===== config.mk =====
export PLATFORM = sky130hd
export DESIGN_NAME = fir_coef_bank
export DESIGN_NICKNAME = d
export VERILOG_FILES = /design/src/fir_pkg.sv /design/src/fir_coef_bank.sv
export SDC_FILE = /design/constraint.sdc
export NUM_CORES = 1
export LEC_CHECK = 0
export BUFFER_PORTS_ARGS = -buffer_cell sky130_fd_sc_hd__buf_2
export CORE_ASPECT_RATIO = 1.25
export CORE_MARGIN = 2
export CORE_UTILIZATION = 50
export CTS_CLUSTER_DIAMETER = 30
export DETAILED_ROUTE_END_ITERATION = 7
export PLACE_DENSITY_LB_ADDON = 0.2
export RECOVER_POWER = 50
export SLEW_MARGIN = 20
export SYNTH_ARGS = -nofsm -noshare
export SYNTH_HDL_FRONTEND = slang
export SYNTH_SLANG_ARGS = --single-unit

===== constraint.sdc =====
create_clock -name S_AXI_ACLK -period 1.2 [get_ports S_AXI_ACLK]
set_input_delay 0 -clock S_AXI_ACLK [delete_from_list [all_inputs] [get_ports S_AXI_ACLK]]
set_output_delay 0 -clock S_AXI_ACLK [all_outputs]
set_load 0.005 [all_outputs]

===== src/fir_pkg.sv =====
package fir_pkg;

	// bus widths
	localparam int AXI_ADDR_W = 16;
	localparam int AXI_DATA_W = 32;
	// byte offset bits dropped from the bus address
	localparam int ADDR_LSB = 2;
	localparam int REG_IDX_W = AXI_ADDR_W - ADDR_LSB;

	// datapath widths
	localparam int SAMPLE_W = 14;
	localparam int COEF_W = 18;
	// tap count ceiling, sets the accumulator guard bits
	localparam int MAX_TAP_NR = 16;
	localparam int GUARD_W = $clog2(MAX_TAP_NR);
	localparam int ACC_W = SAMPLE_W + COEF_W + GUARD_W;

	typedef logic signed [SAMPLE_W-1:0] sample_t;
	typedef logic signed [COEF_W-1:0] coef_t;
	typedef logic signed [ACC_W-1:0] acc_t;
	typedef logic [AXI_ADDR_W-1:0] axi_addr_t;
	typedef logic [AXI_DATA_W-1:0] axi_data_t;
	typedef logic [REG_IDX_W-1:0] reg_idx_t;

	// read-only words
	localparam reg_idx_t REG_NAME = 14'd0;
	localparam reg_idx_t REG_VER = 14'd1;
	localparam reg_idx_t REG_TAP_NR = 14'd4;
	localparam reg_idx_t REG_COEF_MAG = 12;

	// read-write control word
	localparam reg_idx_t REG_SWITCHES = 14'd20;
	// first coefficient word, one word per tap, write-only
	localparam int COEF_BASE = 32;

	// id text, four ascii chars per word
	localparam axi_data_t PROG_NAME = "FIR ";
	localparam axi_data_t PROG_VER = "0.3 ";

	// switch bits
	localparam int SWITCH_FIR_EN = 1;
	localparam int LED_W = 7;

endpackage

===== src/fir_coef_bank.sv =====
`timescale 1ns/100ps

module fir_coef_bank #(
	parameter int TAP_NR = 8
) (
	input logic S_AXI_ACLK,
	input logic S_AXI_ARESETN,
	input logic [TAP_NR-1:0] coef_wr_en,
	input fir_pkg::coef_t coef_wr_data,
	output fir_pkg::coef_t coefs [TAP_NR]
);
	import fir_pkg::*;

	// local copy, coefs driven from it
	coef_t coef_q [TAP_NR];

	// one register per tap
	// loads on its own strobe bit
	always_ff @(posedge S_AXI_ACLK) begin
		if (!S_AXI_ARESETN) begin
			for (int k = 0; k < TAP_NR; k++)
				coef_q[k] <= '0;
		end else begin
			for (int k = 0; k < TAP_NR; k++) begin
				if (coef_wr_en[k])
					coef_q[k] <= coef_wr_data;
			end
		end
	end

	// straight to the multipliers
	always_comb begin
		for (int k = 0; k < TAP_NR; k++)
			coefs[k] = coef_q[k];
	end

endmodule


==> results.txt <==
Summed over all failing endpoints, the final setup total negative slack is 0 ps. After clock tree synthesis, the flow added hold-fix buffers numbering 0. The initial detailed-routing violation count came out at 337.

The via count of the first global-routing pass came out at 3231. The leakage power total is 3.28 nW. The number of top-level pins is 172. Timing would allow up to 1050 MHz. The worst voltage drop across the vdd grid is 1.41 mV. The CTS buffer count came out at 17.

More flip-flops sit in one register than any other, and that register is coef_q. The post-synthesis average cell area is 17.6 um2. The slowest library cell on the worst path is edfxtp_1.

The aggregate global-route resource usage came out at 0.223. The pre-antenna-repair detailed-routing pass consisted of 4 iterations. The number of nets in the synthesized netlist is 326. The aggregate routed wire length came out at 12.2 mm. The tool flagged a number of max-cap violations equal to 0. Clock tree synthesis selected as its root buffer the cell clkbuf_16. The largest registers in the layout are coef_q x144. Along the worst path, the maximum fanout reaches 1.

The number of inserted filler cells in the final layout is 739. The count of warnings emitted by yosys is 0. The number of buffers on the longest clock path came out at 2.

Leaving out fill and tap cells, the most frequent cell in the layout is buf_2. The pin count of the biggest net entering global routing is 78. For this configuration, the core starts out at a cell density of 0.518. The number of flip-flops in the largest register is 144. The flow ran to the end, and the final reports show no timing, DRC or antenna violations. The placeable core area is 0.0102 mm2. The final net count came out at 511. The HPWL after detailed placement is 8.21 mm. The kind of cell with the highest combined delay along the critical path is flip-flops.

The synthesis-to-finish area growth came out at 31.0%. The count of final max-slew check failures is 0. The number of buffer cells added on primary ports came out at 171. The ratio of routed vias to standard cells is 5.32.

The total cell area at the placement stage came out at 0.00635 mm2. At the pin with the least slew margin, the transition time is 625 ps. The number of buffers and inverters on the critical path is 1. Row generation in the floorplan step produced 41 rows. The final critical-path required period is 956 ps.

The post-synth design cell area is 0.00526 mm2. The number of failing hold endpoints at the final stage is 0. The initial antenna violation count is 0. The fraction of the cycle the final worst path needs came out at 0.797. TritonCTS built the clock tree. The floorplan die area came out at 0.0114 mm2. The clock tree synthesis step divided the H-tree into 4 levels. Of the cells placed in the final design, the portion with a size suffix greater than 1 is 0.417. The worst path setup slack after routing is 244 ps.

For this run the aggregate overflow at the end of global routing stands at 0. The post-CTS resize count came out at 0. Synthesis handed over a netlist of 298 instances. The min-delay analysis places its worst path in the category in -> reg.

In this run the remaining antenna-violating nets after routing total 0. The post-CTS setup buffer count is 0. The arrival time at the worst endpoint is 960 ps. Setup repair after global routing left no endpoint under its margin. The die extent in y came out at 119 um.

The first-pass GRT wire length is 17.8 mm. Clock-pin slew was measured on the worst setup and hold paths at 60 ps. The capturing element type of the critical path is an output port. The die outline width is 95.7 um.

The via total after detailed routing is 3322. The number of clock sinks is 144. The worst setup path is of the reg -> out kind. The data required time at the worst endpoint is 1200 ps. Dividing total power by cell area gives a power density of 1750 mW/mm2. In the layout the commonest cells are buf_2 (170), edfxtp_1 (144), and3_1 (108).

The peak per-stage delay on the critical path came out at 410 ps. The worst slack at placement is 251 ps. The count of state elements after synthesis is 144. The routed wirelength normalized by instance count came out at 19.5 um. The critical path goes through buf_2. With fillers left out, the area of the finished cells amounts to 0.00689 mm2. Headroom to the max-slew limit came out at 0.583.

The fraction of the yosys area taken by sequential cells came out at 0.822. Setup violations remaining at the end of the flow were counted as 0. The global placer's final weighted congestion came out at 0.792. The startpoint kind of the worst setup timing path is a flip-flop. In this run, distinct cell masters in the synthesized netlist total 7. The repair_antennas step left the layout with diodes totalling 0. After detailed routing, the number of remaining DRC violations is 0.
## worst paths after layout
check / start / endpoint / slack [ps] / depth (start not counted)
max: coef_q[1][30]$_SDFFCE_PN0P_ / coefs[48] / 240 / 1
min: coef_wr_data[4] / coef_q[0][22]$_SDFFCE_PN0P_ / 50 / 2
## power by group
group / leakage (nW) / total (mW) / switching, mW / internal [mW]
Clock: 0.270 / 4.96 / 2.05 / 2.91
Combinational: 1.47 / 0.962 / 0.544 / 0.417
Sequential: 1.54 / 6.12 / 0.122 / 5.99
Total: 3.28 / 12.0 / 2.72 / 9.32
## per-stage QoR
step	std cells	hold slack [ps]	power (mW)	utilization
final	625	46.9	12.0	0.678
after global routing	625	65.6	12.4	0.678
after CTS	625	35.3	12.1	0.682
after detailed placement	593	390	7.21	0.626
after global placement	593	394	7.18	0.626
after floorplan	298	217	6.52	-
## kinds of logic (layout without fill, tap and decap cells)
group | count (synthesis) | in the layout | synth area share
flops | 144 | 144 | 0.822
simple gates | 134 | 134 | 0.159
buf+inv | 20 | 218 | 0.0183
## Yosys cell counts (all sizes together)
master  number  area share
edfxtp     144        0.82
and3       108        0.13
and2        18       0.021
buf         12       0.013
clkbuf       8      0.0057
nand2b       8      0.0095
## final cells by class
cell class              count  area [um2]  area share
clock inverters            15         146      0.0213
well taps                 129         161      0.0234
clock buffers              17         425      0.0618
flip-flops and latches    144        4320       0.628
repair buffers            186         992       0.144
multi-input cells         134         838       0.122
## layer usage
| layer | track usage | part of all wire |
|---|---|---|
| met3 | 0.0510 | 0.10 |
| met1 | 0.300 | 0.38 |
| met4 | 0.113 | 0.021 |
| met2 | 0.339 | 0.49 |
| met5 | 0 | 0 |
Power figures use the tool's default switching activity.
