===== config.mk =====
export PLATFORM = sky130hd
export DESIGN_NAME = fir_axi_decode
export DESIGN_NICKNAME = d
export VERILOG_FILES = /design/src/fir_pkg.sv /design/src/fir_axi_decode.sv
export SDC_FILE = /design/constraint.sdc
export NUM_CORES = 1
export LEC_CHECK = 0
export BUFFER_PORTS_ARGS = -buffer_cell sky130_fd_sc_hd__buf_2
export CORE_ASPECT_RATIO = 1.1
export CORE_MARGIN = 5
export CORE_UTILIZATION = 54
export DETAILED_ROUTE_END_ITERATION = 8
export PLACE_DENSITY = 0.85
export SLEW_MARGIN = 0
export SYNTH_ARGS = -nofsm -noshare
export SYNTH_HDL_FRONTEND = slang
export SYNTH_SLANG_ARGS = --single-unit

===== constraint.sdc =====
create_clock -name S_AXI_ACLK -period 4.88 [get_ports S_AXI_ACLK]
set_input_delay 0.488 -clock S_AXI_ACLK [delete_from_list [all_inputs] [get_ports S_AXI_ACLK]]
set_output_delay 0.488 -clock S_AXI_ACLK [all_outputs]
set_load 0.03 [all_outputs]

===== src/fir_pkg.sv =====
package fir_pkg;

	// bus widths
	localparam int AXI_ADDR_W = 16;
	localparam int AXI_DATA_W = 32;
	// byte offset bits dropped from the bus address
	localparam int ADDR_LSB = 2;
	localparam int REG_IDX_W = AXI_ADDR_W - ADDR_LSB;

	// datapath widths
	localparam int SAMPLE_W = 14;
	localparam int COEF_W = 18;
	// tap count ceiling, sets the accumulator guard bits
	localparam int MAX_TAP_NR = 16;
	localparam int GUARD_W = $clog2(MAX_TAP_NR);
	localparam int ACC_W = SAMPLE_W + COEF_W + GUARD_W;

	typedef logic signed [SAMPLE_W-1:0] sample_t;
	typedef logic signed [COEF_W-1:0] coef_t;
	typedef logic signed [ACC_W-1:0] acc_t;
	typedef logic [AXI_ADDR_W-1:0] axi_addr_t;
	typedef logic [AXI_DATA_W-1:0] axi_data_t;
	typedef logic [REG_IDX_W-1:0] reg_idx_t;

	// read-only words
	localparam reg_idx_t REG_NAME = 14'd0;
	localparam reg_idx_t REG_VER = 14'd1;
	localparam reg_idx_t REG_TAP_NR = 14'd4;
	localparam reg_idx_t REG_COEF_MAG = 12;

	// read-write control word
	localparam reg_idx_t REG_SWITCHES = 14'd20;
	// first coefficient word, one word per tap, write-only
	localparam int COEF_BASE = 32;

	// id text, four ascii chars per word
	localparam axi_data_t PROG_NAME = "FIR ";
	localparam axi_data_t PROG_VER = "0.3 ";

	// switch bits
	localparam int SWITCH_FIR_EN = 1;
	localparam int LED_W = 7;

endpackage

===== src/fir_axi_decode.sv =====
`timescale 1ns/100ps

module fir_axi_decode #(
	parameter int TAP_NR = 8,
	parameter int COEF_MAG = 17
) (
	input logic S_AXI_ACLK,
	input logic S_AXI_ARESETN,
	input fir_pkg::axi_addr_t S_AXI_AWADDR,
	input logic [2:0] S_AXI_AWPROT,
	input logic S_AXI_AWVALID,
	output logic S_AXI_AWREADY,
	input fir_pkg::axi_data_t S_AXI_WDATA,
	input logic [3:0] S_AXI_WSTRB,
	input logic S_AXI_WVALID,
	output logic S_AXI_WREADY,
	output logic [1:0] S_AXI_BRESP,
	output logic S_AXI_BVALID,
	input logic S_AXI_BREADY,
	input fir_pkg::axi_addr_t S_AXI_ARADDR,
	input logic [2:0] S_AXI_ARPROT,
	input logic S_AXI_ARVALID,
	output logic S_AXI_ARREADY,
	output fir_pkg::axi_data_t S_AXI_RDATA,
	output logic [1:0] S_AXI_RRESP,
	output logic S_AXI_RVALID,
	input logic S_AXI_RREADY,
	output logic [TAP_NR-1:0] coef_wr_en,
	output fir_pkg::coef_t coef_wr_data,
	output logic fir_en,
	output logic [6:0] leds_out
);
	import fir_pkg::*;

	// latched word indices
	reg_idx_t axi_awaddr;
	reg_idx_t axi_araddr;
	// low while a write response is outstanding
	logic aw_en;
	logic reg_wren;
	logic reg_rden;
	axi_data_t rd_mux;
	axi_data_t switches;

	// responses are always okay
	assign S_AXI_BRESP = 2'b00;
	assign S_AXI_RRESP = 2'b00;

	// address and data accepted together, one cycle ready pulse
	always_ff @(posedge S_AXI_ACLK) begin
		if (!S_AXI_ARESETN) begin
			S_AXI_AWREADY <= 1'b0;
			S_AXI_WREADY <= 1'b0;
			aw_en <= 1'b1;
		end else if (!S_AXI_AWREADY && S_AXI_AWVALID && S_AXI_WVALID && aw_en) begin
			S_AXI_AWREADY <= 1'b1;
			S_AXI_WREADY <= 1'b1;
			aw_en <= 1'b0;
		end else begin
			S_AXI_AWREADY <= 1'b0;
			S_AXI_WREADY <= 1'b0;
			// response taken, next write may start
			if (S_AXI_BREADY && S_AXI_BVALID)
				aw_en <= 1'b1;
		end
	end

	// word index taken when the write is first seen
	always_ff @(posedge S_AXI_ACLK) begin
		if (!S_AXI_AWREADY && S_AXI_AWVALID && S_AXI_WVALID && aw_en)
			axi_awaddr <= S_AXI_AWADDR[AXI_ADDR_W-1:ADDR_LSB];
	end

	assign reg_wren = S_AXI_AWREADY && S_AXI_AWVALID && S_AXI_WREADY && S_AXI_WVALID;

	// write response
	always_ff @(posedge S_AXI_ACLK) begin
		if (!S_AXI_ARESETN)
			S_AXI_BVALID <= 1'b0;
		else if (reg_wren && !S_AXI_BVALID)
			S_AXI_BVALID <= 1'b1;
		else if (S_AXI_BREADY && S_AXI_BVALID)
			S_AXI_BVALID <= 1'b0;
	end

	// switch register, cleared so the filter starts bypassed
	always_ff @(posedge S_AXI_ACLK) begin
		if (!S_AXI_ARESETN)
			switches <= '0;
		else if (reg_wren && axi_awaddr == REG_SWITCHES)
			switches <= S_AXI_WDATA;
	end

	assign fir_en = switches[SWITCH_FIR_EN];
	assign leds_out = switches[LED_W-1:0];

	// one strobe per tap word
	always_ff @(posedge S_AXI_ACLK) begin
		if (!S_AXI_ARESETN) begin
			coef_wr_en <= '0;
		end else begin
			for (int k = 0; k < TAP_NR; k++)
				coef_wr_en[k] <= reg_wren && (axi_awaddr == reg_idx_t'(COEF_BASE + k));
		end
	end

	// sign from bit 31, magnitude bits from the bottom
	always_ff @(posedge S_AXI_ACLK) begin
		if (reg_wren)
			coef_wr_data <= {S_AXI_WDATA[AXI_DATA_W-1], S_AXI_WDATA[COEF_W-2:0]};
	end

	// read address, one cycle ready pulse
	always_ff @(posedge S_AXI_ACLK) begin
		if (!S_AXI_ARESETN)
			S_AXI_ARREADY <= 1'b0;
		else if (!S_AXI_ARREADY && S_AXI_ARVALID)
			S_AXI_ARREADY <= 1'b1;
		else
			S_AXI_ARREADY <= 1'b0;
	end

	always_ff @(posedge S_AXI_ACLK) begin
		if (!S_AXI_ARREADY && S_AXI_ARVALID)
			axi_araddr <= S_AXI_ARADDR[AXI_ADDR_W-1:ADDR_LSB];
	end

	assign reg_rden = S_AXI_ARREADY && S_AXI_ARVALID && !S_AXI_RVALID;

	// read data valid until the host takes it
	always_ff @(posedge S_AXI_ACLK) begin
		if (!S_AXI_ARESETN)
			S_AXI_RVALID <= 1'b0;
		else if (reg_rden)
			S_AXI_RVALID <= 1'b1;
		else if (S_AXI_RVALID && S_AXI_RREADY)
			S_AXI_RVALID <= 1'b0;
	end

	// read mux, tap words and holes give 0
	always_comb begin
		case (axi_araddr)
			REG_NAME: rd_mux = PROG_NAME;
			REG_VER: rd_mux = PROG_VER;
			REG_TAP_NR: rd_mux = axi_data_t'(TAP_NR);
			REG_COEF_MAG: rd_mux = axi_data_t'(COEF_MAG);
			REG_SWITCHES: rd_mux = switches;
			default: rd_mux = '0;
		endcase
	end

	always_ff @(posedge S_AXI_ACLK) begin
		if (reg_rden)
			S_AXI_RDATA <= rd_mux;
	end

endmodule


==> reports/metrics.yaml <==
status:
  status: "completed"
clocking:
  root_buffer: "clkbuf_8"
  clkSinkCount: 123
  clockBufferDepth: 2
  cts_inserted_buffers: 17
  postCtsHoldBufs: 0
  h-tree-depth: 4
  clkLatencyLatePin_ps: 510
  cts_tree: "yes"
  clkTransAtPathRegs_ps: 60
  cts_resized: 0
  post_cts_buffers: 0
worst_setup_path:
  required_ps: 5250
  path_cells: "or4_4 -> nor4_4 -> nor2b_1 -> a21o_1"
  path_buf_inv: 0
  slowest_stage: "or4_4"
  end_kind: "register"
  cp_top_family: "simple AND/OR/NAND/NOR gates"
  path_max_fanout: 6
  reg2reg_depth: 4
  slowest_delay_ps: 590
  criticalPathCategory: "register to register"
  crit_arrival_ps: 2600
  crit_path_start_kind: "register"
  path_depth: 4
yosys:
  ys_async_sr_fraction_pct: 0
  avgSynthCellArea_um2: 13.8
  synth_mux_area_share_pct: 0.218
  yosysTopAreaCellShare_pct: 51.1
  ys_warn_count: 0
  synth_edf_count: 78
  synth_xor_area_share_pct: 0
  synth_compound_area_share_pct: 12.6
  yosysMostFrequentCell: "edfxtp_1"
  ys_types: 39
  yosys-top-cells-count: "edfxtp_1 (78), dfxtp_1 (45), nand3_1 (34)"
  yosysTopAreaCell: "edfxtp_1"
  ys_seq_elements: 123
  synth_top_family_by_area: "compound AO/OA/AOI/OAI gates"
  synth_ff_type: "edfxtp_1"
  syn_area_um2: 4580
  ys_top_cells_by_area: "edfxtp_1 (51%), dfxtp_1 (20%), a21boi_1 (4.9%)"
  yosysSeqAreaShare_pct: 70.7
  synth_fa_ha_area_share_pct: 0
  synth-simple-area-share_pct: 12.0
  syn_inst: 333
floorplan:
  core_um2: 8320
  die_area_um2: 10400
  start_util_pct: 55.1
  die_w_um: 97.9
  fp.dieH_um: 107
  rows: 35
  ios: 156
timing:
  finalCritPeriodShare_pct: 45.8
  worst_hold_slack_ps: 154
  period_needed_ps: 2240
  maxSlewViolCount: 0
  grt_setup_unrepaired: "false"
  setup_viol: 0
  skew_ps: 9.96
  slew_headroom_pct: 26.2
  max_freq_ghz: 0.447
  setup_tns_ps: 0
  hold_viol_final: 0
  worst_slew_pin_slew_ps: 1110
place:
  portBuffers: 137
  place_congestion: 0.768
  dpl.cell_count: 556
  dpl.hpwl_um: 6810
  dpl_cell_area_um2: 5270
drt:
  drt_iter0_drc: 188
  routedWlPerCell_um: 17.4
  drtPass1Iterations: 5
  vias_per_cell: 5.33
  ant_nets: 0
  routed_wl_um: 10300
  vias: 3132
  drcViolationCount: 0
final_layout:
  diodes: 0
  drive_gt1_share_pct: 38.4
  fin_area_um2: 5940
  fin_util_pct: 71.4
  nFillCells: 597
  fin_cells: 588
  fin_nets: 545
  areaGrowthSynthToFinish_pct: 29.7
worst_hold_path:
  holdPathStages: 1
  min_path_type: "input port to register"
global_routing:
  grt_pass1_vias: 3200
  grt_antenna_before_repair: 0
  overflow: 0
  gr-usage-all-layers_pct: 19.9
  grt_max_degree: 39
  grt_pass1_wl_um: 15900
power_and_ir_drop:
  vdd_drop_max_mv: 0.342
  p_leak_nw: 2.57
  p_per_area_nw_per_um2: 439
flow_run:
  cap_viol_max_count: 0
-- stage by stage --
stage	power, mW	setup WS, ps
after floorplan	1.19	2470
after global placement	1.23	2650
after detailed placement	1.23	2560
after CTS	2.62	2630
after global routing	2.69	2550
final	2.61	2640
-- layout make-up --
| class | count | area, um2 | area share [%] |
|---|---|---|---|
| Clock inverter | 11 | 213 | 3.58 |
| Inverter | 1 | 3.75 | 0.0631 |
| Timing Repair Buffer | 141 | 716 | 12.0 |
| Clock buffer | 21 | 459 | 7.72 |
| Multi-Input combinational cell | 180 | 1170 | 19.7 |
| Sequential cell | 123 | 3240 | 54.6 |
| Tap cell | 111 | 139 | 2.34 |
-- report_power, final --
| group | internal [mW] | total (mW) | switching (mW) |
|---|---|---|---|
| Clock | 0.972 | 1.40 | 0.425 |
| Combinational | 0.0307 | 0.0788 | 0.0481 |
| Sequential | 1.12 | 1.13 | 0.00823 |
-- registers in the layout, summed over array words and instances (netlist names) --
signal	flops
S_AXI_RVALID	1
coef_wr_en	8
S_AXI_WREADY	1
S_AXI_ARREADY	1
switches	32
axi_awaddr	14
axi_araddr	14
aw_en	1
coef_wr_data	18
S_AXI_RDATA	32
S_AXI_BVALID	1
-- metal layers --
layer | wire, um | GRT usage, % | part of all wire, %
met4 | 131 | 8.80 | 1.3
met3 | 705 | 5.53 | 6.9
met1 | 3960 | 23.5 | 39
met2 | 5450 | 33.9 | 53
met5 | 0 | 0 | 0
-- cell usage in the layout, fill, tap and decap left out, drive strengths merged, types with 5 or more instances in the layout --
master / netlist / final
nor4: 6 / 6
bufinv: 0 / 6
buf: 22 / 141
a21boi: 32 / 32
dfxtp: 45 / 45
edfxtp: 78 / 78
a21o: 19 / 19
nor2: 9 / 9
clkbuf: 10 / 21
and2: 16 / 16
o21ai: 33 / 33
nand3: 34 / 34
or4: 5 / 5
-- final timing paths --
path / start / endpoint / slack [ps]
setup reg to reg: axi_araddr[11] / S_AXI_RDATA[16] / 2640
hold reg to reg: switches[21] / switches[21] / 470
setup / recovery: axi_araddr[11] / S_AXI_RDATA[16] / 2640
hold / removal: S_AXI_AWADDR[14] / axi_awaddr[12] / 150
-- logic make-up (layout without fill, tap and decap cells) --
kind of cell	count (synthesis)	after routing
compound gates	87	87
buf+inv	33	174
mux	1	1
flops	123	123
simple gates	88	88
other cells	1	4
Power figures use the tool's default switching activity.
